===== src/verilog/i2s_defines.svh =====
`ifndef I2S_DEFINES_SVH
`define I2S_DEFINES_SVH

// ==========================================================================
// link geometry
// ==========================================================================

// bits per audio word, also BCLK periods per slot.
`define I2S_WORD_BITS 32

// channel lanes, 0 is left (LRCLK low) and 1 is right.
`define I2S_NUM_CHAN 2

// ==========================================================================
// channel operation
// ==========================================================================

`define I2S_SHIFT_BITS 4 // attenuation shift field.

`endif


===== src/verilog/i2s_pkg.sv =====
`default_nettype none
`include "i2s_defines.svh"

package i2s_pkg;

  // per channel operation applied by a lane.
  typedef enum logic [1:0] {
    OP_PASS   = 2'd0,
    OP_MUTE   = 2'd1,
    OP_INVERT = 2'd2,
    OP_ATTEN  = 2'd3
  } chan_op_e;

  // lane configuration, held static by the user.
  typedef struct packed {
    chan_op_e                    op;
    logic [`I2S_SHIFT_BITS-1:0]  shift;  // arithmetic right shift for OP_ATTEN.
  } chan_cfg_t;

  // one received word and the slot it came from.
  typedef struct packed {
    logic [`I2S_WORD_BITS-1:0]   data;
    logic                        chan;   // LRCLK level of the slot.
  } i2s_sample_t;

  // ========================================================================
  // bit clock and word clock as seen from CLK
  // ========================================================================
  typedef struct packed {
    logic bclk;        // synchronized level.
    logic lrclk;       // synchronized level.
    logic bclk_rise;   // one CLK strobe.
    logic bclk_fall;   // one CLK strobe.
    logic slot_start;  // BCLK rise that sees an LRCLK change.
  } i2s_clk_t;

endpackage

`default_nettype wire


===== src/verilog/i2s_chan_lane.sv =====
`timescale 1ns/1ps
`default_nettype none
`include "i2s_defines.svh"

module i2s_chan_lane
  import i2s_pkg::*;
#(
  parameter int LANE_ID = 0
) (
  input  wire logic                      CLK,
  input  wire logic                      RESET,
  input  wire i2s_sample_t               sample,
  input  wire logic                      sample_valid,
  input  wire chan_cfg_t                 cfg,
  output logic [`I2S_WORD_BITS-1:0]      result
);

  localparam int         W        = `I2S_WORD_BITS;
  localparam logic       CHAN_SEL = 1'(LANE_ID);
  localparam logic [W-1:0] MOST_NEG = {1'b1, {(W-1){1'b0}}};
  localparam logic [W-1:0] MOST_POS = {1'b0, {(W-1){1'b1}}};

  logic signed [W-1:0] word_s;
  logic        [W-1:0] next_result;
  logic                hit;

  assign word_s = sample.data;
  assign hit    = sample_valid && (sample.chan == CHAN_SEL);

  // ========================================================================
  // channel operation
  // ========================================================================
  always_comb begin
    case (cfg.op)
      OP_PASS: next_result = sample.data;
      OP_MUTE: next_result = '0;
      OP_INVERT: begin
        // negation would overflow on the most negative word.
        if (sample.data == MOST_NEG) begin
          next_result = MOST_POS;
        end else begin
          next_result = -sample.data;
        end
      end
      OP_ATTEN: next_result = word_s >>> cfg.shift;  // sign kept.
      default:  next_result = sample.data;
    endcase
  end

  always_ff @(posedge CLK) begin
    if (RESET) begin
      result <= '0;
    end else if (hit) begin
      result <= next_result;  // otherwise held for the transmitter.
    end
  end

endmodule

`default_nettype wire


===== src/verilog/i2s_passthru_top.sv =====
`timescale 1ns/1ps
`default_nettype none
`include "i2s_defines.svh"

module i2s_passthru_top
  import i2s_pkg::*;
(
  input  wire logic      CLK,
  input  wire logic      RESET,
  input  wire logic      bclk_in,
  input  wire logic      lrclk_in,
  input  wire logic      sdata_in,
  input  wire chan_cfg_t cfg [`I2S_NUM_CHAN],
  output logic           bclk_out,
  output logic           lrclk_out,
  output logic           sdata_out
);

  i2s_clk_t    clk_view;
  i2s_sample_t sample;
  logic        sample_valid;
  logic [`I2S_WORD_BITS-1:0] results [`I2S_NUM_CHAN];

  // ========================================================================
  // receiver, lanes, transmitter
  // ========================================================================
  i2s_rx rx0 (
    .CLK          (CLK),
    .RESET        (RESET),
    .bclk_in      (bclk_in),
    .lrclk_in     (lrclk_in),
    .sdata_in     (sdata_in),
    .clk_view     (clk_view),
    .sample       (sample),
    .sample_valid (sample_valid)
  );

  // every lane sees every sample and picks its own channel.
  for (genvar i = 0; i < `I2S_NUM_CHAN; i++) begin : lane_gen
    i2s_chan_lane #(
      .LANE_ID (i)
    ) lane0 (
      .CLK          (CLK),
      .RESET        (RESET),
      .sample       (sample),
      .sample_valid (sample_valid),
      .cfg          (cfg[i]),
      .result       (results[i])
    );
  end

  i2s_tx tx0 (
    .CLK       (CLK),
    .RESET     (RESET),
    .clk_view  (clk_view),
    .results   (results),
    .bclk_out  (bclk_out),
    .lrclk_out (lrclk_out),
    .sdata_out (sdata_out)
  );

endmodule

`default_nettype wire


===== src/verilog/i2s_rx.sv =====
`timescale 1ns/1ps
`default_nettype none
`include "i2s_defines.svh"

module i2s_rx
  import i2s_pkg::*;
(
  input  wire logic   CLK,
  input  wire logic   RESET,
  input  wire logic   bclk_in,
  input  wire logic   lrclk_in,
  input  wire logic   sdata_in,
  output i2s_clk_t    clk_view,
  output i2s_sample_t sample,
  output logic        sample_valid
);

  localparam int W = `I2S_WORD_BITS;

  // ========================================================================
  // pin synchronizers
  // ========================================================================
  logic [1:0] bclk_sync;
  logic [1:0] lrclk_sync;
  logic [1:0] sdata_sync;

  always_ff @(posedge CLK) begin
    bclk_sync  <= {bclk_sync[0], bclk_in};
    lrclk_sync <= {lrclk_sync[0], lrclk_in};
    sdata_sync <= {sdata_sync[0], sdata_in};
  end

  // ========================================================================
  // edge detection and clock view
  // ========================================================================
  logic bclk_q;
  logic lrclk_q;
  logic sdata_q;
  logic rise_q;
  logic fall_q;
  logic slot_q;
  logic lr_last;       // LRCLK level seen at the previous BCLK rise.
  logic edge_rise;
  logic edge_fall;
  logic lr_change;

  assign edge_rise = bclk_sync[1] & ~bclk_q;
  assign edge_fall = ~bclk_sync[1] & bclk_q;
  assign lr_change = (lrclk_sync[1] != lr_last);

  always_ff @(posedge CLK) begin
    if (RESET) begin
      bclk_q  <= 1'b0;
      lrclk_q <= 1'b0;
      rise_q  <= 1'b0;
      fall_q  <= 1'b0;
      slot_q  <= 1'b0;
      lr_last <= 1'b0;
    end else begin
      bclk_q  <= bclk_sync[1];
      lrclk_q <= lrclk_sync[1];
      rise_q  <= edge_rise;
      fall_q  <= edge_fall;
      slot_q  <= edge_rise & lr_change;
      if (edge_rise) begin
        lr_last <= lrclk_sync[1];  // only updated on rises.
      end
    end
  end

  // data bit lines up with the strobes.
  always_ff @(posedge CLK) begin
    sdata_q <= sdata_sync[1];
  end

  assign clk_view = '{
    bclk:       bclk_q,
    lrclk:      lrclk_q,
    bclk_rise:  rise_q,
    bclk_fall:  fall_q,
    slot_start: slot_q
  };

  // ========================================================================
  // word assembly
  // ========================================================================
  logic [W-1:0] word_reg;
  logic [W-1:0] word_next;

  assign word_next = {word_reg[W-2:0], sdata_q};

  always_ff @(posedge CLK) begin
    if (RESET) begin
      word_reg     <= '0;
      sample_valid <= 1'b0;
    end else begin
      sample_valid <= slot_q;
      if (rise_q) begin
        word_reg <= word_next;
      end
    end
  end

  // the bit taken on a slot start is the LSB of the word that just ended.
  always_ff @(posedge CLK) begin
    if (slot_q) begin
      sample.data <= word_next;
      sample.chan <= ~lrclk_q;  // level before the change.
    end
  end

endmodule

`default_nettype wire


===== src/verilog/i2s_tx.sv =====
`timescale 1ns/1ps
`default_nettype none
`include "i2s_defines.svh"

module i2s_tx
  import i2s_pkg::*;
(
  input  wire logic                   CLK,
  input  wire logic                   RESET,
  input  wire i2s_clk_t               clk_view,
  input  wire logic [`I2S_WORD_BITS-1:0] results [`I2S_NUM_CHAN],
  output logic                        bclk_out,
  output logic                        lrclk_out,
  output logic                        sdata_out
);

  localparam int W        = `I2S_WORD_BITS;
  localparam int CNT_BITS = $clog2(W) + 1;

  logic                pending;    // load armed for the next fall.
  logic                slot_chan;  // LRCLK level of the new slot.
  logic [W-1:0]        shreg;
  logic [CNT_BITS-1:0] bit_cnt;
  logic                sdata_q;

  // ========================================================================
  // slot control and bit counter
  // ========================================================================
  always_ff @(posedge CLK) begin
    if (RESET) begin
      pending   <= 1'b0;
      slot_chan <= 1'b0;
      bit_cnt   <= CNT_BITS'(W);  // idle, drive 0.
      sdata_q   <= 1'b0;
    end else begin
      if (clk_view.slot_start) begin
        pending   <= 1'b1;
        slot_chan <= clk_view.lrclk;
      end else if (clk_view.bclk_fall) begin
        pending <= 1'b0;
      end

      if (clk_view.bclk_fall) begin
        if (pending) begin
          sdata_q <= results[slot_chan][W-1];  // MSB one BCLK after LRCLK.
          bit_cnt <= CNT_BITS'(1);
        end else if (bit_cnt != CNT_BITS'(W)) begin
          sdata_q <= shreg[W-1];
          bit_cnt <= bit_cnt + 1'b1;
        end else begin
          sdata_q <= 1'b0;  // past the end of the word.
        end
      end
    end
  end

  // ========================================================================
  // output shift register
  // ========================================================================
  always_ff @(posedge CLK) begin
    if (clk_view.bclk_fall) begin
      if (pending) begin
        shreg <= {results[slot_chan][W-2:0], 1'b0};
      end else begin
        shreg <= {shreg[W-2:0], 1'b0};
      end
    end
  end

  // clocks are forwarded as seen through the synchronizers.
  assign bclk_out  = clk_view.bclk;
  assign lrclk_out = clk_view.lrclk;
  assign sdata_out = sdata_q;

endmodule

`default_nettype wire

===== config.mk =====
export PLATFORM = sky130hd
export DESIGN_NAME = i2s_passthru_top
export DESIGN_NICKNAME = d
export VERILOG_FILES = /design/src/verilog/i2s_pkg.sv /design/src/verilog/i2s_chan_lane.sv /design/src/verilog/i2s_passthru_top.sv /design/src/verilog/i2s_rx.sv /design/src/verilog/i2s_tx.sv
export VERILOG_INCLUDE_DIRS = /design/src /design/src/verilog
export SDC_FILE = /design/constraint.sdc
export NUM_CORES = 1
export LEC_CHECK = 0
export BUFFER_PORTS_ARGS = -buffer_cell sky130_fd_sc_hd__buf_4
export CAP_MARGIN = 30
export CORE_UTILIZATION = 30
export DETAILED_ROUTE_END_ITERATION = 6
export PLACE_DENSITY = 0.47
export SLEW_MARGIN = 20
export SYNTH_ARGS = -nofsm -noshare
export SYNTH_HDL_FRONTEND = slang
export SYNTH_SLANG_ARGS = --single-unit

===== constraint.sdc =====
create_clock -name CLK -period 3.7 [get_ports CLK]
set_input_delay 0.185 -clock CLK [delete_from_list [all_inputs] [get_ports CLK]]
set_output_delay 0.185 -clock CLK [all_outputs]
set_load 0.005 [all_outputs]

Yosys cells after proc, flatten, opt, wreduce, memory -nomap -nowiden
Cells that the tools add are included.
{"block": "word_totals", "reg_bits": 183, "output_inout_bits": 3, "wordCells": 63}
{"block": "classes", "addsub": 2, "n_lt_le_gt_ge": 1, "eq_ne": 9, "shift": 2, "muxes": 13, "bitwise": 8, "n_reduce_logical": 7}
{"op": "32-bit case mux with 4 select lines", "count": 2}
{"op": "32-bit 2-to-1 mux", "count": 5}
{"op": "32-bit by 4-bit >>> shifter with 32-bit output", "count": 2}
{"op": "32-bit == test (second input constant)", "count": 1}
{"op": "32-bit negator", "count": 1}
{"op": "6-bit 2-to-1 mux", "count": 2}
{"op": "2-bit == test (second input constant)", "count": 4}
{"op": "6-bit by 1-bit adder with 6-bit output (second input constant)", "count": 1}
{"op": "6-bit != test (second input constant)", "count": 1}
{"op": "2-bit by 1-bit == test with 1-bit output (second input constant)", "count": 2}
{"op": "2-bit zero test", "count": 2}
{"op": "1-bit 2-to-1 mux", "count": 4}
{"op": "1-bit NOT", "count": 4}
{"op": "2-bit nonzero test", "count": 2}
{"op": "1-bit AND", "count": 3}
{"op": "2-bit >= comparator (second input constant)", "count": 1}
{"op": "1-bit logical AND", "count": 2}
{"op": "1-bit NOT with 2-bit output", "count": 1}
{"op": "2-bit AND reduction", "count": 1}
{"op": "1-bit != test", "count": 1}

Depth between registers and ports, before layout
{"block": "logic_depth", "depth_word": 5, "ltp_mapped": 11, "ltp_nobuf": 8}

Cells and area by module
From an unflattened synthesis, not the netlist that was laid out.
{"block": "hier_totals", "cells_unflattened": 1396, "area_unflattened_um2": 12648.4}
{"mod": "i2s_chan_lane at lane_gen[0].lane0", "n_inst": 1, "cells_each": 531, "area_each_um2": 4057.6, "seq_area_each_um2": 640.6}
{"mod": "i2s_chan_lane at lane_gen[1].lane0", "n_inst": 1, "cells_each": 514, "area_each_um2": 4007.6, "seq_area_each_um2": 640.6}
{"mod": "i2s_rx", "n_inst": 1, "cells_each": 164, "area_each_um2": 2531.2, "seq_area_each_um2": 1891.8}
{"mod": "i2s_tx", "n_inst": 1, "cells_each": 187, "area_each_um2": 2052.0, "seq_area_each_um2": 1111.1}

Worst setup path after synthesis
Ideal clock, no wire load.
{"block": "synth_timing", "path_kind": "reg2reg", "start": "register, netlist name rx0.sample[2]", "end": "register lane_gen[0].lane0.result[28]", "setup_time_ns": 0.091, "arrival_ns": 2.246, "t_required_ns": 3.609, "setup_slack_ns": 1.363, "path_stages_with_launch": 11, "path_buffers": 2, "synth_period_minus_slack_ns": 2.337, "path_cell_list": "edfxtp_1 > buf_2 > inv_1 > ha_1 > nor3b_1 > nand4_1 > buf_6 > nor4_1 > mux2i_1 > nand2_1 > a311oi_1"}
{"block": "synth_between", "elab_chain_len": 3, "word_cells_on_any_way": 5, "classes_between": "add/sub (1); eq/ne (1); shift (1); mux (2)"}
{"item": "32-bit negator / 32-bit == test (equally long branches)", "line_no": "i2s_chan_lane.sv:42, i2s_chan_lane.sv:39"}
{"item": "32-bit 2-to-1 mux", "line_no": "i2s_chan_lane.sv:39", "text": "if (sample.data == MOST_NEG) begin"}
{"item": "32-bit case mux with 4 select lines (*)", "line_no": "i2s_chan_lane.sv:34", "text": "case (cfg.op)"}
{"item": "end signal: assignment", "line_no": "i2s_chan_lane.sv:54", "text": "result <= next_result;"}
{"item": "end: declaration", "line_no": "i2s_chan_lane.sv:15", "text": "output logic [`I2S_WORD_BITS-1:0] result"}
Mark *: on every way between the ends. The rest lies on a longest branch, timed or not.
A chain may end at the register's enable or synchronous reset.

Worst setup path in the final report
{"block": "layout_timing", "start": "register, netlist name rx0.sample[26]", "end": "register lane_gen[0].lane0.result[28]"}
{"block": "layout_between", "elab_chain_len": 3, "word_cells_on_any_way": 5, "classes_between": "add/sub (1); eq/ne (1); shift (1); mux (2)"}
{"item": "32-bit negator / 32-bit == test (equally long branches)", "line_no": "i2s_chan_lane.sv:42, i2s_chan_lane.sv:39"}
{"item": "32-bit 2-to-1 mux", "line_no": "i2s_chan_lane.sv:39"}
{"item": "32-bit case mux with 4 select lines (*)", "line_no": "i2s_chan_lane.sv:34"}
Marked as above.

==> flow_summary_export.csv <==
group,metric,value,unit
die,die_x,202,um
placed_design,dpl.cell_count,1743,
timing,rsz0062_at_grt,"false",
finish,multi_input_area,0.00705,mm^2
grt,gr-usage-met2,32.8,%
clocking,h-tree-depth,4,
clocking,worstSkewPairLatency,0.46,ns
timing,relSlewSlack,25.5,%
critical_path,crit_buf_inv,0,
routing,vias,10400,
routing,drt_wl_total,43800,um
die,initial_core_util,30.8,%
pwr,p_leak,4.57,nW
die,num_rows,72,
logic_synthesis,syn_nets,1314,
logic_synthesis,syn_inst,1294,
finish,final_cells,1780,
logic_synthesis,synth_area_leaders,"dfxtp_1 (20%), edfxtp_1 (16%), mux2i_1 (11%)",
logic_synthesis,synthArstFlopShare,0,%
finish,seq_area,0.00429,mm^2
routing,dr.first_iter.drc_count,1114,
grt,grt_use_met3,5.69,%
timing,fin_crit,3.32,ns
finish,final_nets,1269,
pwr,peakVddDrop,0.350,mV
critical_path,slowest_stage,"nor4_1",
die,io_pins,20,
grt,grt_util_met1,29.2,%
critical_path,worstPathCellList,"nor4_1 -> nand2_1 -> nor4_1 -> mux2i_1 -> nand2_1 -> a311oi_1",
timing,min_period_over_period,89.8,%
timing,setup_ws,0.376,ns
critical_path,critPathRequiredTime,4.06,ns
finish,max_flop_register,"lane_gen.lane0.result",
logic_synthesis,postSynthAreaPerCell,9.27,um^2
finish,drive_gt1_share,16.5,%
logic_synthesis,synth_top_area_share,19.7,%
timing,final-setup-viol-count,0,
critical_path,path_max_fanout,7,
finish,area_delta_synth_final,10.7,%
clocking,cts-root-buf,"clkbuf_16",
grt,grt_pass1_wl,66100,um
pwr,powerDensity,368,mW/mm^2
placed_design,post_dp_cell_area,0.0126,mm^2
timing,finalSetupTns,0,ns
worst_hold_path,hp-class,"primary input to register",
grt,grt_usage,21.6,%
placed_design,gp_congestion,0.963,
clocking,clk_pin_slew_worst_paths,0.08,ns
logic_synthesis,synthesis.area,0.0120,mm^2
clocking,cts_buffer_depth,2,
critical_path,max_stage_delay,0.97,ns
die,dieArea,0.0408,mm^2
logic_synthesis,synth_top_flop_cell,"dfxtp_1",
die,core_area,0.0390,mm^2
critical_path,critical_path_class,"register to register",
routing,wl_per_cell,24.6,um
finish,n_antenna_cell,0,
timing,finalHoldViolations,0,
grt,grt_antenna_before_repair,0,
timing,final.setup_skew,0.0146,ns
logic_synthesis,synth_seq_cells,182,
grt,grt_pass1_vias,9894,
critical_path,crit_path_start_kind,"register",
timing,worst_pin_slew,1.11,ns
logic_synthesis,synth_cell_type_count,84,
finish,fillerInstances,4007,
routing,dr.pass1.iters,6,
placed_design,dp_hpwl,31100,um
grt,grt_max_degree,55,
finish,finalInstanceArea,0.0133,mm^2
die,fp.dieH,202,um
routing,postRouteAntennaNets,0,
clocking,cts_tree,"yes",
run,cap_violations,0,
logic_synthesis,yosysTopAreaCell,"dfxtp_1",
clocking,cts.repair.resized,0,
placed_design,portBuffers,19,
finish,largest_reg_flops,64,
outcome,status,"finished, final reports clean",
clocking,cts_inserted_buffers,17,
logic_synthesis,yosys_warnings,0,
grt,busiest_layer,"met2",
critical_path,cp_top_family,"simple AND/OR/NAND/NOR gates",
placed_design,post-place-ws,0.680,ns
critical_path,endpoint_kind,"register",
routing,drc,0,
routing,vias_per_cell,5.85,
critical_path,arrival,3.69,ns
timing,slew_violations,0,
timing,holdWs,0.185,ns
logic_synthesis,synth_edf_count,64,
grt,gr-total-overflow,0,
clocking,clkSinkCount,182,
finish,largest_registers,"lane_gen.lane0.result (64), rx0.sample (33)",
logic_synthesis,yosysSeqAreaShare,35.7,%
timing,clock.fmax,301,MHz
==> worst min-delay path, cell delays in order <==
cell      delay (ns)
buf_4           0.21
a31o_2          0.14
a211oi_1        0.06
==> area by class of cell <==
class	instances	share of cell area, %
Tap cell	518	4.88
Timing Repair Buffer	73	4.52
Multi-Input combinational cell	959	53.1
Inverter	16	0.452
Clock inverter	10	1.26
Sequential cell	182	32.3
Clock buffer	22	3.50
==> cells in the final DEF (no fill, tap or decap), types with 13 or more instances in the layout <==
cell / Yosys / final
mux2i_1: 136 / 136
o22ai_1: 23 / 23
clkbuf_16: 0 / 18
mux4_2: 45 / 45
nor3_1: 41 / 41
dfxtp_1: 118 / 114
nor2_1: 152 / 152
nand2_1: 92 / 92
mux2_2: 32 / 32
o21ai_0: 62 / 62
o211ai_1: 19 / 19
edfxtp_1: 64 / 64
nand3_1: 17 / 17
buf_4: 10 / 67
nor2b_1: 14 / 13
xnor2_1: 14 / 14
a21oi_1: 88 / 88
a211oi_1: 26 / 26
inv_1: 14 / 14
==> where the power goes <==
| group | total (mW) | internal (mW) | switching (mW) |
|---|---|---|---|
| Clock | 2.03 | 1.18 | 0.852 |
| Combinational | 0.700 | 0.268 | 0.433 |
| Sequential | 2.16 | 2.11 | 0.0521 |
| Total | 4.89 | 3.55 | 1.34 |
==> synthesized netlist by cell type, types with 4 or more instances <==
cell / number
nand2b_1: 6
a221oi_1: 11
o21a_1: 9
a211oi_1: 26
a21o_1: 4
o211a_1: 4
a21oi_1: 88
xnor2_1: 14
and3_1: 5
buf_2: 23
nor4_2: 6
a311oi_1: 9
nand4_1: 6
and2_1: 5
dfxtp_1: 118
o221ai_1: 4
nor2b_1: 14
xor2_1: 9
a22oi_1: 10
inv_1: 14
buf_4: 10
buf_1: 17
a21boi_0: 4
nand3_1: 17
a221o_1: 9
or3_1: 7
mux2i_1: 136
o22ai_1: 23
nor3b_1: 5
nor4_1: 7
o31ai_1: 4
nand2_1: 92
mux2_2: 32
o21ai_0: 62
nor2_1: 152
o211ai_1: 19
a31oi_1: 9
clkbuf_1: 84
edfxtp_1: 64
nor3_1: 41
mux4_2: 45
==> cells by family (layout without fill, tap and decap cells) <==
| family | Yosys count | in the layout | synth area share (%) |
|---|---|---|---|
| compound gates | 332 | 332 | 18.3 |
| fa+ha+maj | 3 | 3 | 0.313 |
| flops | 182 | 182 | 35.7 |
| simple gates | 388 | 388 | 15.6 |
| buf+inv | 153 | 121 | 5.53 |
| mux | 213 | 213 | 22.8 |
| xor+xnor | 23 | 23 | 1.68 |
==> routing by layer <==
| layer | part of all wire [%] | routed length [um] |
|---|---|---|
| met3 | 7.7 | 3350 |
| met4 | 3.2 | 1380 |
| met2 | 44 | 19400 |
| met1 | 45 | 19600 |
| met5 | 0.18 | 77 |
==> path summary, 6_finish.rpt <==
check,end,cells after the start,slack (ns),startpoint
min reg2reg,rx0.sdata_q,0,0.33,rx0.sdata_sync[1]
min,lane_gen[0].lane0.result[19],3,0.19,cfg[10]
max,lane_gen[0].lane0.result[28],6,0.38,rx0.sample[26]
max reg2reg,lane_gen[0].lane0.result[28],6,0.38,rx0.sample[26]
==> metrics by stage <==
step	total power, mW	util (%)
2_1_floorplan	2.67	-
3_3_place_gp	2.88	32.2
3_5_place_dp	2.88	32.2
4_1_cts	4.91	33.9
5_1_grt	5.05	34.1
6_report	4.89	34.1
==> timing repair <==
action                                  4_1_cts  5_1_grt
buffers inserted                              0        0
endpoints found under the hold margin         3        0
hold buffers                                  3        0
endpoints found under the setup margin        0        0
No activity file was read; power rests on OpenSTA's default activity.
